File: src/logic/soc_pkg.sv
//******************************
// shared bus widths, memory map,
// device ids and reset constants
// imported by every rtl module
//******************************
`default_nettype none

package soc_pkg;

	// bus geometry
	localparam int DATA_W      = 32;
	localparam int ADDR_W      = 16;
	localparam int WORD_ADDR_W = 14;
	localparam int STRB_W      = 4;

	// op codes follow the peripheral interconnect encoding
	typedef enum logic [1:0] {
		OP_IDLE  = 2'b00,
		OP_READ  = 2'b10,
		OP_WRITE = 2'b01
	} dev_op_t;

	// region indices, the last one catches unmapped accesses
	localparam int REGION_DEVTBL  = 0;
	localparam int REGION_INTCTRL = 1;
	localparam int REGION_RAM     = 2;
	localparam int REGION_INVALID = 3;
	localparam int REGION_COUNT   = 4;

	localparam logic [ADDR_W-1:0] DEVTBL_BASE   = 16'h0000;
	localparam logic [ADDR_W-1:0] DEVTBL_MAPSZ  = 16'h0100;
	localparam logic [ADDR_W-1:0] INTCTRL_BASE  = 16'h0100;
	localparam logic [ADDR_W-1:0] INTCTRL_MAPSZ = 16'h0100;
	localparam logic [ADDR_W-1:0] RAM_BASE      = 16'h1000;
	localparam logic [ADDR_W-1:0] RAM_MAPSZ     = 16'h1000;
	localparam logic [ADDR_W-1:0] INVALID_MAPSZ = 16'h1000;

	localparam int DEVID_DEVTBL  = 7;
	localparam int DEVID_INTCTRL = 3;
	localparam int DEVID_RAM     = 1;
	localparam int DEVID_INVALID = 0;

	localparam int IRQ_SRC_COUNT = 2;

	// warm reset
	localparam int         RST_CNTR_W      = 4;
	localparam logic [7:0] RST_CTRL_OFFSET = 8'h80;

endpackage

`default_nettype wire
File: src/logic/dev_bus_if.sv
//******************************
// op/ready request bus between
// the front end, the router and
// the devices
//******************************
`timescale 1ns/1ps
`default_nettype none

interface dev_bus_if;
	import soc_pkg::*;

	dev_op_t                op;
	logic [WORD_ADDR_W-1:0] addr;
	logic [DATA_W-1:0]      wdata;
	logic [STRB_W-1:0]      sel;
	logic [DATA_W-1:0]      rdata;
	logic                   rdy;

	// master holds op and fields until rdy, then idles for a cycle
	modport master (
		output op, addr, wdata, sel,
		input  rdata, rdy
	);

	modport device (
		input  op, addr, wdata, sel,
		output rdata, rdy
	);
endinterface

`default_nettype wire

File: src/logic/axil_target.sv
//******************************
// axi4-lite slave front end
// accepts one access at a time
// and replays it on the device
// bus, holding the response
//******************************
`timescale 1ns/1ps
`default_nettype none

module axil_target (
	input  logic                       clk120mhz,
	input  logic                       rst_p,
	input  logic [soc_pkg::ADDR_W-1:0] s_awaddr_i,
	input  logic                       s_awvalid_i,
	output logic                       s_awready_o,
	input  logic [soc_pkg::DATA_W-1:0] s_wdata_i,
	input  logic [soc_pkg::STRB_W-1:0] s_wstrb_i,
	input  logic                       s_wvalid_i,
	output logic                       s_wready_o,
	output logic [1:0]                 s_bresp_o,
	output logic                       s_bvalid_o,
	input  logic                       s_bready_i,
	input  logic [soc_pkg::ADDR_W-1:0] s_araddr_i,
	input  logic                       s_arvalid_i,
	output logic                       s_arready_o,
	output logic [soc_pkg::DATA_W-1:0] s_rdata_o,
	output logic [1:0]                 s_rresp_o,
	output logic                       s_rvalid_o,
	input  logic                       s_rready_i,
	dev_bus_if.master                  bus_o
);
	import soc_pkg::*;

	typedef enum logic [1:0] {ST_IDLE, ST_REQ, ST_RESP} state_t;

	state_t                 state;
	logic                   is_write_q;
	logic [WORD_ADDR_W-1:0] addr_q;
	logic [DATA_W-1:0]      wdata_q;
	logic [STRB_W-1:0]      strb_q;
	logic [DATA_W-1:0]      rdata_q;
	logic                   wr_acc;
	logic                   rd_acc;

	// a write wins, a read waits while any write channel is offered
	assign wr_acc = (state == ST_IDLE) && s_awvalid_i && s_wvalid_i;
	assign rd_acc = (state == ST_IDLE) && s_arvalid_i && !s_awvalid_i && !s_wvalid_i;

	assign s_awready_o = wr_acc;
	assign s_wready_o  = wr_acc;
	assign s_arready_o = rd_acc;

	always_ff @(posedge clk120mhz) begin
		if (rst_p) begin
			state <= ST_IDLE;
		end else begin
			case (state)
				ST_IDLE: if (wr_acc || rd_acc) state <= ST_REQ;
				ST_REQ:  if (bus_o.rdy) state <= ST_RESP;
				ST_RESP: if (is_write_q ? s_bready_i : s_rready_i) state <= ST_IDLE;
				default: state <= ST_IDLE;
			endcase
		end
	end

	always_ff @(posedge clk120mhz) begin
		if (wr_acc) begin
			is_write_q <= 1'b1;
			addr_q     <= s_awaddr_i[ADDR_W-1:2];
			wdata_q    <= s_wdata_i;
			strb_q     <= s_wstrb_i;
		end else if (rd_acc) begin
			is_write_q <= 1'b0;
			addr_q     <= s_araddr_i[ADDR_W-1:2];
			wdata_q    <= '0;
			strb_q     <= '1;
		end
		// read data is sampled in the completing cycle
		if (state == ST_REQ && bus_o.rdy)
			rdata_q <= is_write_q ? '0 : bus_o.rdata;
	end

	always_comb begin
		bus_o.op = OP_IDLE;
		if (state == ST_REQ)
			bus_o.op = is_write_q ? OP_WRITE : OP_READ;
	end

	assign bus_o.addr  = addr_q;
	assign bus_o.wdata = wdata_q;
	assign bus_o.sel   = strb_q;

	assign s_bvalid_o = (state == ST_RESP) && is_write_q;
	assign s_rvalid_o = (state == ST_RESP) && !is_write_q;
	assign s_rdata_o  = rdata_q;
	assign s_bresp_o  = 2'b00;
	assign s_rresp_o  = 2'b00;

	assert property (@(posedge clk120mhz) disable iff (rst_p) !(s_bvalid_o && s_rvalid_o))
		else $error("write and read responses valid together");

	// a response held back by the master must not move
	assert property (@(posedge clk120mhz) disable iff (rst_p)
		(s_bvalid_o && !s_bready_i) || (s_rvalid_o && !s_rready_i) |=>
		$stable({s_bvalid_o, s_rvalid_o, s_rdata_o, s_bresp_o, s_rresp_o}))
		else $error("response changed before it was taken");

endmodule

`default_nettype wire

File: src/flat_wrapper.sv
// flat-port wrapper written by rule: the top's interface ports become plain ports
module axil_target_flat import soc_pkg::*;
  (clk120mhz, rst_p, s_awaddr_i, s_awvalid_i, s_awready_o, s_wdata_i, s_wstrb_i, s_wvalid_i, s_wready_o, s_bresp_o, s_bvalid_o, s_bready_i, s_araddr_i, s_arvalid_i, s_arready_o, s_rdata_o, s_rresp_o, s_rvalid_o, s_rready_i, bus_o_op, bus_o_addr, bus_o_wdata, bus_o_sel, bus_o_rdata, bus_o_rdy);
  dev_bus_if bus_o_i ();
  input  logic clk120mhz;
  input  logic rst_p;
  input  logic [soc_pkg::ADDR_W-1:0] s_awaddr_i;
  input  logic s_awvalid_i;
  output logic s_awready_o;
  input  logic [soc_pkg::DATA_W-1:0] s_wdata_i;
  input  logic [soc_pkg::STRB_W-1:0] s_wstrb_i;
  input  logic s_wvalid_i;
  output logic s_wready_o;
  output logic [1:0] s_bresp_o;
  output logic s_bvalid_o;
  input  logic s_bready_i;
  input  logic [soc_pkg::ADDR_W-1:0] s_araddr_i;
  input  logic s_arvalid_i;
  output logic s_arready_o;
  output logic [soc_pkg::DATA_W-1:0] s_rdata_o;
  output logic [1:0] s_rresp_o;
  output logic s_rvalid_o;
  input  logic s_rready_i;
  output wire logic [$bits(bus_o_i.op)-1:0] bus_o_op;
  output wire logic [$bits(bus_o_i.addr)-1:0] bus_o_addr;
  output wire logic [$bits(bus_o_i.wdata)-1:0] bus_o_wdata;
  output wire logic [$bits(bus_o_i.sel)-1:0] bus_o_sel;
  input wire logic [$bits(bus_o_i.rdata)-1:0] bus_o_rdata;
  input wire logic [$bits(bus_o_i.rdy)-1:0] bus_o_rdy;
  assign bus_o_op = bus_o_i.op;
  assign bus_o_addr = bus_o_i.addr;
  assign bus_o_wdata = bus_o_i.wdata;
  assign bus_o_sel = bus_o_i.sel;
  assign bus_o_i.rdata = bus_o_rdata;
  assign bus_o_i.rdy = bus_o_rdy;
  axil_target u_core (.clk120mhz(clk120mhz), .rst_p(rst_p), .s_awaddr_i(s_awaddr_i), .s_awvalid_i(s_awvalid_i), .s_awready_o(s_awready_o), .s_wdata_i(s_wdata_i), .s_wstrb_i(s_wstrb_i), .s_wvalid_i(s_wvalid_i), .s_wready_o(s_wready_o), .s_bresp_o(s_bresp_o), .s_bvalid_o(s_bvalid_o), .s_bready_i(s_bready_i), .s_araddr_i(s_araddr_i), .s_arvalid_i(s_arvalid_i), .s_arready_o(s_arready_o), .s_rdata_o(s_rdata_o), .s_rresp_o(s_rresp_o), .s_rvalid_o(s_rvalid_o), .s_rready_i(s_rready_i), .bus_o(bus_o_i));
endmodule
File: config.mk
export PLATFORM = sky130hd
export DESIGN_NAME = axil_target_flat
export DESIGN_NICKNAME = d
export VERILOG_FILES = /design/src/logic/soc_pkg.sv /design/src/logic/dev_bus_if.sv /design/src/logic/axil_target.sv /design/src/flat_wrapper.sv
export SDC_FILE = /design/constraint.sdc
export NUM_CORES = 1
export LEC_CHECK = 0
export ABC_CLOCK_PERIOD_IN_PS = 7000
export BUFFER_PORTS_ARGS = -buffer_cell sky130_fd_sc_hd__buf_4
export CORE_MARGIN = 2
export CORE_UTILIZATION = 43
export CTS_BUF_LIST = sky130_fd_sc_hd__clkbuf_16
export CTS_CLUSTER_SIZE = 28
export DETAILED_ROUTE_END_ITERATION = 6
export PLACE_DENSITY = 0.86
export SLEW_MARGIN = 20
export SYNTH_ARGS = -nofsm -noshare
export SYNTH_HDL_FRONTEND = slang
export SYNTH_SLANG_ARGS = --single-unit
export TNS_END_PERCENT = 1
File: constraint.sdc
create_clock -name clk120mhz -period 7 [get_ports clk120mhz]
set_clock_uncertainty 0.15 [all_clocks]
set_input_delay 1.4 -clock clk120mhz [delete_from_list [all_inputs] [get_ports clk120mhz]]
set_output_delay 1.4 -clock clk120mhz [all_outputs]
set_load 0.02 [all_outputs]
**Yosys cells after proc, flatten, opt, wreduce, memory -nomap -nowiden**

Cells that the tools add are included.

- Flip-flop bits (word level): 85
- Bits in latches: 0
- Bits in writable memories: 0
- ROM bits: 0
- Bits of input ports: 108
- Output and inout port bits: 93
- Logic and storage cells: 39
- Memories kept: 0

- $add $sub $neg: 0
- Multiply operators: 0
- Divide/modulo/power cells: 0
- $lt $le $gt $ge: 0
- Equality and inequality tests: 5
- Shifts and indexed selects: 0
- Muxes and demuxes: 13
- Bitwise gates (word level): 0
- Reduce and logical (&&, ||, !) cells: 15

Operator list:

| kind | count |
|---|---|
| 2-to-1 mux 32 bit | 2 |
| 2-to-1 mux 14 bit | 2 |
| 2-to-1 mux 2 bit | 5 |
| logical AND 1 bit | 8 |
| 2-to-1 mux 4 bit | 2 |
| case mux 2 bit (3 select lines) | 1 |
| inequality test 2 bit (second input constant) | 2 |
| logical NOT 1 bit | 3 |
| AND reduction 3 bit | 1 |
| equality test 2 x 1 -> 1 bit (second input constant) | 1 |
| equality test 2 bit (second input constant) | 1 |
| logical NOT 2 bit | 1 |
| inequality test 2 x 1 -> 1 bit (second input constant) | 1 |
| nonzero test 2 bit | 1 |
| logical OR 1 bit | 1 |
| 2-to-1 mux 1 bit | 1 |

**Logic depth before layout (Yosys ltp)**

Gate-level depths: netlist of the first run.

- Depth in word-level cells: 7
- Mapped depth: 4
- Gate-level depth less buffers: 2

**Least setup slack after synthesis of the first run**

No wires, ideal clock.

- Kind: input to register
- Start: in s_awvalid_i
- End: reg u_core.addr_q[0], in the netlist u_core.bus_o.addr[0] (enable)
- Arrival time: 5,562 ps
- Required time: 6,317 ps
- Slack: 755 ps
- Stages: 2
- Buffers on the path: 0
- Cells stage by stage: or3b_1 > a211oi_1

- Word-level cells in the longest chain between the ends: 4
- Elaborated cells between the ends (all ways): 6

Ends and longest elaborated chain:

| what | RTL line | text |
|---|---|---|
| start, declared | flat_wrapper.sv:8 | `input logic s_awvalid_i;` |
| logical NOT 1 bit | axil_target.sv:47 | `assign rd_acc = (state == ST_IDLE) && s_arvalid_i && !s_awvalid_i && !s_wvalid_i;` |
| logical AND 1 bit (2 in series) | axil_target.sv:47 |  |
| nonzero test 2 bit (no line) (*) | - |  |
| end signal, assigned | axil_target.sv:69 | `addr_q <= s_awaddr_i[ADDR_W-1:2];` |
| end signal, assigned | axil_target.sv:74 | `addr_q <= s_araddr_i[ADDR_W-1:2];` |
| end, declared | axil_target.sv:38 | `logic [WORD_ADDR_W-1:0] addr_q;` |

Every way passes the cells marked *; elsewhere a longest branch is shown, timed or not.
A chain may end at the register's enable or synchronous reset.

**Final worst setup path of the first run**

- Start: in s_awvalid_i
- End: out s_arready_o

- Word-level cells in the longest chain between the ends: 3

Ends and longest elaborated chain:

| what | RTL line | text |
|---|---|---|
| logical NOT 1 bit | axil_target.sv:47 |  |
| logical AND 1 bit (2 in series) | axil_target.sv:47 |  |
| end, declared | flat_wrapper.sv:19 | `output logic s_arready_o;` |

Every way passes these cells.

==> impl_metrics.prom, run 1 <==
# TYPE chip_impl_metric gauge
chip_impl_info{name="result_of_the_run",value="finished clean"} 1
chip_impl_metric{name="tritoncts.num_buffers",unit=""} 9
chip_impl_metric{name="min_delay_path_depth",unit=""} 2
chip_impl_metric{name="first_global_vias",unit=""} 2313
chip_impl_metric{name="arrival",unit="ps"} 2250
chip_impl_metric{name="grt_start_max_net_pins",unit=""} 51
chip_impl_metric{name="seq_area_frac_synth",unit="%"} 75.00
chip_impl_metric{name="worst-r2r-setup-slack",unit="ps"} 4890
chip_impl_info{name="critical_path.reg2reg.startpoint",value="u_core.state[1]"} 1
chip_impl_metric{name="timing_hold_violations_final",unit=""} 0
chip_impl_metric{name="internal_power_consumption",unit="uW"} 963.3
chip_impl_metric{name="initial_utilization",unit="%"} 43.98
chip_impl_metric{name="maxSlewHeadroom",unit="%"} 59.09
chip_impl_metric{name="fp.dieW",unit="um"} 92.44
chip_impl_info{name="startpoint_type",value="input pin"} 1
chip_impl_info{name="library_cell_with_the_largest_summed_area_after_synthesis",value="sky130_fd_sc_hd__edfxtp_1"} 1
chip_impl_metric{name="irDropWorstVdd",unit="mV"} 0.1478
chip_impl_metric{name="power.share.combinational",unit="%"} 14.9
chip_impl_metric{name="synth-seq-cells",unit=""} 85
chip_impl_info{name="netlist_top_cells_count",value="sky130_fd_sc_hd__edfxtp_1 (82), sky130_fd_sc_hd__and2_1 (33), sky130_fd_sc_hd__nor2b_1 (32), sky130_fd_sc_hd__mux2_1 (14), sky130_fd_sc_hd__clkbuf_1 (7)"} 1
chip_impl_metric{name="die_area",unit="sq um"} 8545
chip_impl_metric{name="synth_edf_count",unit=""} 82
chip_impl_metric{name="timing.final.max_slew_violations",unit=""} 0
chip_impl_metric{name="chipHeight",unit="um"} 92.44
chip_impl_metric{name="achievable-frequency",unit="MHz"} 263.0
chip_impl_metric{name="detailed_route_drc_error_count",unit=""} 0
chip_impl_metric{name="seqPwrFrac",unit="%"} 48.6
chip_impl_metric{name="num_vias",unit=""} 2266
chip_impl_info{name="critical_path.cell_chain",value="buf_4, or4b_4, nor2_1, buf_4"} 1
chip_impl_info{name="whs_endpoint",value="u_core.state[1]"} 1
chip_impl_metric{name="postCtsSetupBuffers",unit=""} 0
chip_impl_metric{name="worstPathRequired",unit="ps"} 5450
chip_impl_metric{name="count_of_placed_standard_cells_in_the_final_layout_fillers_left_out",unit=""} 505
chip_impl_metric{name="flow.area_growth_from_synthesis",unit="%"} 54.06
chip_impl_metric{name="io_pins",unit=""} 201
chip_impl_metric{name="fin_crit_sh",unit="%"} 54.31
chip_impl_metric{name="cts.reportedPaths.clkPinSlew",unit="ps"} 60
chip_impl_metric{name="detailedPlace.worstSlack",unit="ps"} 3194
chip_impl_metric{name="grt.overflow.total",unit=""} 0
chip_impl_metric{name="wl_per_cell",unit="um"} 14.65
chip_impl_metric{name="swShare",unit="%"} 22.89
chip_impl_metric{name="slew_worst_pin",unit="ps"} 613.6
chip_impl_metric{name="synth_cells",unit=""} 205
chip_impl_metric{name="synth_cell_types",unit=""} 24
chip_impl_metric{name="route.final.wire_length",unit="um"} 7398
chip_impl_metric{name="final_period_minus_worst_setup_slack",unit="ps"} 3802
chip_impl_metric{name="setup-tns-final",unit="ps"} 0
chip_impl_info{name="yosysMostFrequentCell",value="sky130_fd_sc_hd__edfxtp_1"} 1
chip_impl_info{name="cts_tree",value="done"} 1
chip_impl_metric{name="synth_cell_area",unit="sq um"} 3363
chip_impl_info{name="timing.critical_path.max_delay_family",value="simple AND/OR/NAND/NOR gates"} 1
chip_impl_info{name="worstSetupEndpointType",value="primary output"} 1
chip_impl_metric{name="grt_first_pass_wirelength",unit="um"} 11230
chip_impl_metric{name="rows",unit=""} 32
chip_impl_info{name="critical_path.reg2reg.endpoint",value="u_core.bus_o.addr[9]"} 1
chip_impl_metric{name="post_route_cell_area",unit="sq um"} 5181
chip_impl_metric{name="area_share_of_the_largest_cell_type_after_synthesis",unit="%"} 73.21
chip_impl_info{name="critical-path-top-cell-by-count",value="sky130_fd_sc_hd__buf_4"} 1
chip_impl_metric{name="clk-insertion-delay-late",unit="ps"} 320
chip_impl_metric{name="cts_hold_repair.buffers",unit=""} 0
chip_impl_metric{name="netSwitchingPower",unit="uW"} 285.9
chip_impl_metric{name="clock_power_share",unit="%"} 36.6
chip_impl_info{name="rsz0062_at_grt",value="no"} 1
chip_impl_metric{name="core_region_area",unit="sq um"} 7647
chip_impl_info{name="yosys_most_used_dff",value="sky130_fd_sc_hd__edfxtp_1"} 1
chip_impl_metric{name="numPortBuffers",unit=""} 192
chip_impl_metric{name="synth.avg_cell_area",unit="sq um"} 16.41
chip_impl_metric{name="max-cap-violations",unit=""} 0
chip_impl_metric{name="power_per_cell_area",unit="nW/um^2"} 241.1
chip_impl_metric{name="placed_area",unit="sq um"} 4891
chip_impl_metric{name="setup_slack",unit="ps"} 3198
chip_impl_metric{name="ant_nets",unit=""} 0
chip_impl_metric{name="finalSetupViolCount",unit=""} 0
chip_impl_metric{name="final_net_count",unit=""} 506
chip_impl_metric{name="diodes",unit=""} 0
chip_impl_info{name="synth.area.top_cells",value="sky130_fd_sc_hd__edfxtp_1 (73%), sky130_fd_sc_hd__and2_1 (6.1%), sky130_fd_sc_hd__nor2b_1 (6.0%)"} 1
chip_impl_metric{name="layout-drive-gt1-share",unit="%"} 54.34
chip_impl_info{name="worst-setup-path-type",value="in2out"} 1
chip_impl_metric{name="fraction_of_registers_with_async_set_reset",unit="%"} 0
chip_impl_metric{name="detailed_place_hpwl",unit="um"} 5512
chip_impl_metric{name="post_drt_via_cell_ratio",unit=""} 4.487
chip_impl_metric{name="timing.reg2reg.worst_path_depth",unit=""} 3
chip_impl_metric{name="post_cts_resized",unit=""} 0
chip_impl_metric{name="synthesis.yosys.warnings",unit=""} 0
chip_impl_metric{name="ctsHtreeMaxLevel",unit=""} 3
chip_impl_metric{name="antenna_found_initial",unit=""} 0
chip_impl_metric{name="critical_path.n_buffers_inverters",unit=""} 2
chip_impl_info{name="holdCritStartpoint",value="u_core.state[0]"} 1
chip_impl_metric{name="cts.path.max_buffers",unit=""} 2
chip_impl_metric{name="post-place-cells",unit=""} 489
chip_impl_info{name="worstHoldPathType",value="reg2reg"} 1
chip_impl_info{name="clock_tree.root_cell",value="sky130_fd_sc_hd__clkbuf_16"} 1
chip_impl_metric{name="timing.critical_path.fanout_max",unit=""} 5
chip_impl_metric{name="total_leakage_power",unit="uW"} 0.002166
chip_impl_metric{name="routability_congestion_estimate",unit=""} 0.7342
chip_impl_metric{name="timing.critical_path.slowest_cell_delay",unit="ps"} 480
chip_impl_info{name="cpMaxStageDelayCell",value="sky130_fd_sc_hd__or4b_4"} 1
chip_impl_metric{name="drt_iter0_markers",unit=""} 57
chip_impl_metric{name="first_pass_iters",unit=""} 4
chip_impl_metric{name="number_of_sinks_on_the_clock_net",unit=""} 85
chip_impl_metric{name="grt_util_all_layers",unit="%"} 17.24
[registers in the layout (all words and copies together) (netlist names)]
name and cells:
u_core.s_rdata_o 32, u_core.bus_o.sel 4, u_core.bus_o.addr 14, u_core.is_write_q 1, u_core.bus_o.wdata 32, u_core.state 2
[logic make-up after synthesis]
kind of cell	count (synthesis)	synth area share, %
AOI/OAI and AO/OA	6	1.339
other	1	0.1115
and+or+nand+nor	81	15.62
muxes	15	5.022
DFF	85	75.00
buffers and inverters	17	2.902
[final cells by class]
cell class                      count  area, sq um
Timing Repair Buffer              196         1471
Clock inverter                      7        65.06
Fill cell                         551         2466
Sequential cell                    85         2522
Tap cell                          102        127.6
Multi-Input combinational cell    106        769.5
Clock buffer                        9        225.2
[power groups by stage]
stage	Combinational, uW	Sequential (uW)	Clock, uW
6_report	186	607	457
5_1_grt	199	610	491
4_1_cts	187	607	468
3_5_place_dp	187	618	0
3_3_place_gp	183	616	0
2_1_floorplan	55.6	654	0
[how the worst max path moves through the flow]
stage,to,slack [ps],depth (start not counted),start
finish,s_arready_o,3200,4,s_awvalid_i
CTS,s_arready_o,3190,4,s_awvalid_i
global route,s_arready_o,3150,4,s_awvalid_i
global placement,s_arready_o,3180,4,s_awvalid_i
detailed placement,s_arready_o,3190,4,s_awvalid_i
floorplan,u_core.bus_o.addr[0],760,2,s_awvalid_i
[through the flow]
| stage | total power (uW) | hold slack, ps | util [%] |
|---|---|---|---|
| finish | 1249 | 558.5 | 67.75 |
| CTS | 1263 | 551.7 | 67.75 |
| detailed placement | 805.0 | 541.2 | 63.96 |
| global placement | 799.5 | 520.4 | 63.96 |
| global route | 1300 | 618.9 | 67.75 |
| floorplan | 709.8 | 410.0 | - |
[cell usage in the layout (no fill, tap or decap)]
| cell | n |
|---|---|
| sky130_fd_sc_hd__a211o_1 | 1 |
| sky130_fd_sc_hd__a211o_2 | 1 |
| sky130_fd_sc_hd__a211oi_4 | 1 |
| sky130_fd_sc_hd__a21oi_1 | 2 |
| sky130_fd_sc_hd__and2_1 | 33 |
| sky130_fd_sc_hd__and3b_2 | 2 |
| sky130_fd_sc_hd__and4bb_2 | 1 |
| sky130_fd_sc_hd__buf_4 | 196 |
| sky130_fd_sc_hd__bufinv_16 | 1 |
| sky130_fd_sc_hd__clkbuf_16 | 9 |
| sky130_fd_sc_hd__clkinv_1 | 1 |
| sky130_fd_sc_hd__clkinv_2 | 3 |
| sky130_fd_sc_hd__clkinvlp_4 | 1 |
| sky130_fd_sc_hd__conb_1 | 4 |
| sky130_fd_sc_hd__dfxtp_1 | 3 |
| sky130_fd_sc_hd__edfxtp_1 | 82 |
| sky130_fd_sc_hd__inv_6 | 1 |
| sky130_fd_sc_hd__mux2_1 | 14 |
| sky130_fd_sc_hd__mux2_2 | 1 |
| sky130_fd_sc_hd__nand2_1 | 2 |
| sky130_fd_sc_hd__nand2b_1 | 4 |
| sky130_fd_sc_hd__nor2_1 | 1 |
| sky130_fd_sc_hd__nor2_2 | 1 |
| sky130_fd_sc_hd__nor2b_1 | 32 |
| sky130_fd_sc_hd__nor3b_1 | 2 |
| sky130_fd_sc_hd__o32ai_1 | 1 |
| sky130_fd_sc_hd__or3b_1 | 2 |
| sky130_fd_sc_hd__or4b_4 | 1 |
[worst register-to-register path, stage by stage (launching register included)]
cell                       delay [ps]
sky130_fd_sc_hd__dfxtp_1          440
sky130_fd_sc_hd__and4bb_2         440
sky130_fd_sc_hd__buf_4            410
sky130_fd_sc_hd__mux2_1           410
[metal layers]
| metal | vias to the layer above | wire, um | track usage, % |
|---|---|---|---|
| met3 | 7 | 701 | 5.452 |
| met4 | 0 | 78 | 6.343 |
| li1 | 1103 | - | - |
| met2 | 128 | 3821 | 30.17 |
| met1 | 1028 | 2796 | 19.80 |
| met5 | - | 0 | 0 |
(Power assumes the default switching activity.)
==> run 2, diff against run 1 <==
- ABC_CLOCK_PERIOD_IN_PS: 7000 -> 3600
- clock period: 7 -> 3.6 ns (I/O delays scaled with it)
==> impl_metrics.prom, run 2 (synthesis results as in run 1) <==
# TYPE chip_impl_metric gauge
chip_impl_metric{name="tritoncts.num_buffers",unit=""} 9
chip_impl_info{name="crit_path_start",value="u_core.state[1]"} 1
chip_impl_metric{name="worst_hold_slack",unit="ps"} 459.3
chip_impl_info{name="clock_tree.root_cell",value="sky130_fd_sc_hd__clkbuf_16"} 1
chip_impl_metric{name="postCtsSetupBuffers",unit=""} 0
chip_impl_metric{name="io_pins",unit=""} 201
chip_impl_info{name="holdCritStartpoint",value="rst_p"} 1
chip_impl_metric{name="route.final.wire_length",unit="um"} 7499
chip_impl_metric{name="ant_nets",unit=""} 0
chip_impl_info{name="result_of_the_run",value="finished clean"} 1
chip_impl_metric{name="final_period_minus_worst_setup_slack",unit="ps"} 2552
chip_impl_metric{name="initial_utilization",unit="%"} 43.98
chip_impl_metric{name="layout-drive-gt1-share",unit="%"} 54.34
chip_impl_info{name="startpoint_type",value="flip-flop"} 1
chip_impl_metric{name="routability_congestion_estimate",unit=""} 0.7561
chip_impl_metric{name="grt_start_max_net_pins",unit=""} 51
chip_impl_metric{name="chipHeight",unit="um"} 92.44
chip_impl_metric{name="final_net_count",unit=""} 506
chip_impl_metric{name="diodes",unit=""} 0
chip_impl_info{name="critical_path.cell_chain",value="and4bb_2, buf_4"} 1
chip_impl_info{name="cpMaxStageDelayCell",value="sky130_fd_sc_hd__and4bb_2"} 1
chip_impl_metric{name="fin_crit_sh",unit="%"} 70.88
chip_impl_info{name="critical_path.reg2reg.startpoint",value="u_core.state[1]"} 1
chip_impl_metric{name="fp.dieW",unit="um"} 92.44
chip_impl_metric{name="arrival",unit="ps"} 1680
chip_impl_metric{name="antenna_found_initial",unit=""} 0
chip_impl_metric{name="clk-insertion-delay-late",unit="ps"} 320
chip_impl_metric{name="grt_first_pass_wirelength",unit="um"} 11210
chip_impl_info{name="rsz0062_at_grt",value="no"} 1
chip_impl_metric{name="post_drt_via_cell_ratio",unit=""} 4.606
chip_impl_metric{name="setup-tns-final",unit="ps"} 0
chip_impl_metric{name="grt.overflow.total",unit=""} 0
chip_impl_metric{name="core_region_area",unit="sq um"} 7647
chip_impl_metric{name="flow.area_growth_from_synthesis",unit="%"} 53.65
chip_impl_metric{name="cts.reportedPaths.clkPinSlew",unit="ps"} 60
chip_impl_info{name="worst-setup-path-type",value="reg2out"} 1
chip_impl_metric{name="detailed_route_drc_error_count",unit=""} 0
chip_impl_metric{name="cts.path.max_buffers",unit=""} 2
chip_impl_metric{name="num_vias",unit=""} 2326
chip_impl_metric{name="cts_hold_repair.buffers",unit=""} 0
chip_impl_metric{name="achievable-frequency",unit="MHz"} 391.9
chip_impl_metric{name="post_cts_resized",unit=""} 0
chip_impl_info{name="worstSetupEndpointType",value="primary output"} 1
chip_impl_metric{name="worstPathRequired",unit="ps"} 2730
chip_impl_info{name="most-common-layout-cells",value="sky130_fd_sc_hd__buf_4 (196), sky130_fd_sc_hd__edfxtp_1 (82), sky130_fd_sc_hd__and2_1 (33), sky130_fd_sc_hd__nor2b_1 (32), sky130_fd_sc_hd__mux2_1 (14)"} 1
chip_impl_info{name="worstHoldPathType",value="in2reg"} 1
chip_impl_metric{name="ctsHtreeMaxLevel",unit=""} 3
chip_impl_metric{name="timing_hold_violations_final",unit=""} 0
chip_impl_metric{name="slew_worst_pin",unit="ps"} 707.4
chip_impl_metric{name="die_area",unit="sq um"} 8545
chip_impl_metric{name="first_global_vias",unit=""} 2278
chip_impl_metric{name="drt_iter0_markers",unit=""} 53
chip_impl_metric{name="grt_util_all_layers",unit="%"} 17.53
chip_impl_metric{name="timing.critical_path.slowest_cell_delay",unit="ps"} 680
chip_impl_metric{name="timing.critical_path.fanout_max",unit=""} 20
chip_impl_metric{name="numPortBuffers",unit=""} 192
chip_impl_metric{name="timing.final.max_slew_violations",unit=""} 0
chip_impl_info{name="final_common_cell",value="sky130_fd_sc_hd__buf_4"} 1
chip_impl_metric{name="worst-r2r-setup-slack",unit="ps"} 1330
chip_impl_metric{name="first_pass_iters",unit=""} 3
chip_impl_info{name="cts_tree",value="done"} 1
chip_impl_metric{name="power_per_cell_area",unit="nW/um^2"} 460.6
chip_impl_metric{name="rows",unit=""} 32
chip_impl_metric{name="max-cap-violations",unit=""} 0
chip_impl_metric{name="finalSetupViolCount",unit=""} 0
chip_impl_metric{name="number_of_sinks_on_the_clock_net",unit=""} 85
chip_impl_metric{name="maxSlewHeadroom",unit="%"} 52.78
chip_impl_metric{name="total_leakage_power",unit="uW"} 0.002150
chip_impl_metric{name="wl_per_cell",unit="um"} 14.85
chip_impl_metric{name="irDropWorstVdd",unit="mV"} 0.3202
==> run 2: cell count changes in the layout (fill, tap and decap cells not counted) <==
cell / previous run / this run
sky130_fd_sc_hd__inv_8: 0 / 1
sky130_fd_sc_hd__clkinv_4: 0 / 1
sky130_fd_sc_hd__clkinvlp_4: 1 / 3
sky130_fd_sc_hd__inv_6: 1 / 0
sky130_fd_sc_hd__clkinv_2: 3 / 1
sky130_fd_sc_hd__bufinv_16: 1 / 0
==> run 2: layer usage <==
metal,vias to the layer above,part of all wire [%],wire length [um],global-route usage (%)
li1,1105,-,-,-
met1,1078,35,2636,18.06
met2,131,53,3970,31.51
met3,12,10,773,6.998
met4,0,1.6,119,7.214
met5,-,0,0,0
==> run 2: critical path: cells and delay by family (launching register included) <==
kind,cells,cell delay [ps]
and+or+nand+nor,1,680
DFF,1,430
buffers and inverters,1,240
==> run 2: final cells by class <==
| class | count | area [sq um] |
|---|---|---|
| sequential | 85 | 2522 |
| fill | 554 | 2480 |
| timing repair buffer | 196 | 1471 |
| multi-input combinational | 106 | 769.5 |
| clock buffer | 9 | 225.2 |
| tap | 102 | 127.6 |
| clock inverter | 7 | 51.30 |
==> run 2: path summary, 6_finish.rpt <==
path / end / cells past startpoint
worst min-delay path: u_core.state[1] / 2
worst max-delay path: s_wready_o / 2
worst max register to register: u_core.bus_o.addr[8] / 3
worst min register to register: u_core.state[1] / 2
==> run 2: report_power, final <==
part	internal, uW	switching (uW)	total, uW	leakage [uW]
clock network	469	370	839	0.000127
logic	180	174	354	0.00123
registers	1160	27.1	1190	0.000798
total	1810	571	2380	0.00215
==> run 2: metrics by stage <==
step           util [%]  total power, uW  setup slack (ps)  instances  cell area (sq um)
3_5_place_dp      63.96             1566             990.6        489               4891
6_report          67.57             2380              1048        505               5167
2_1_floorplan         -             1378             481.4        208               3387
4_1_cts           67.57             2409              1002        505               5167
3_3_place_gp      63.96             1554              1010        489               4891
5_1_grt           67.57             2470             936.1        505               5167
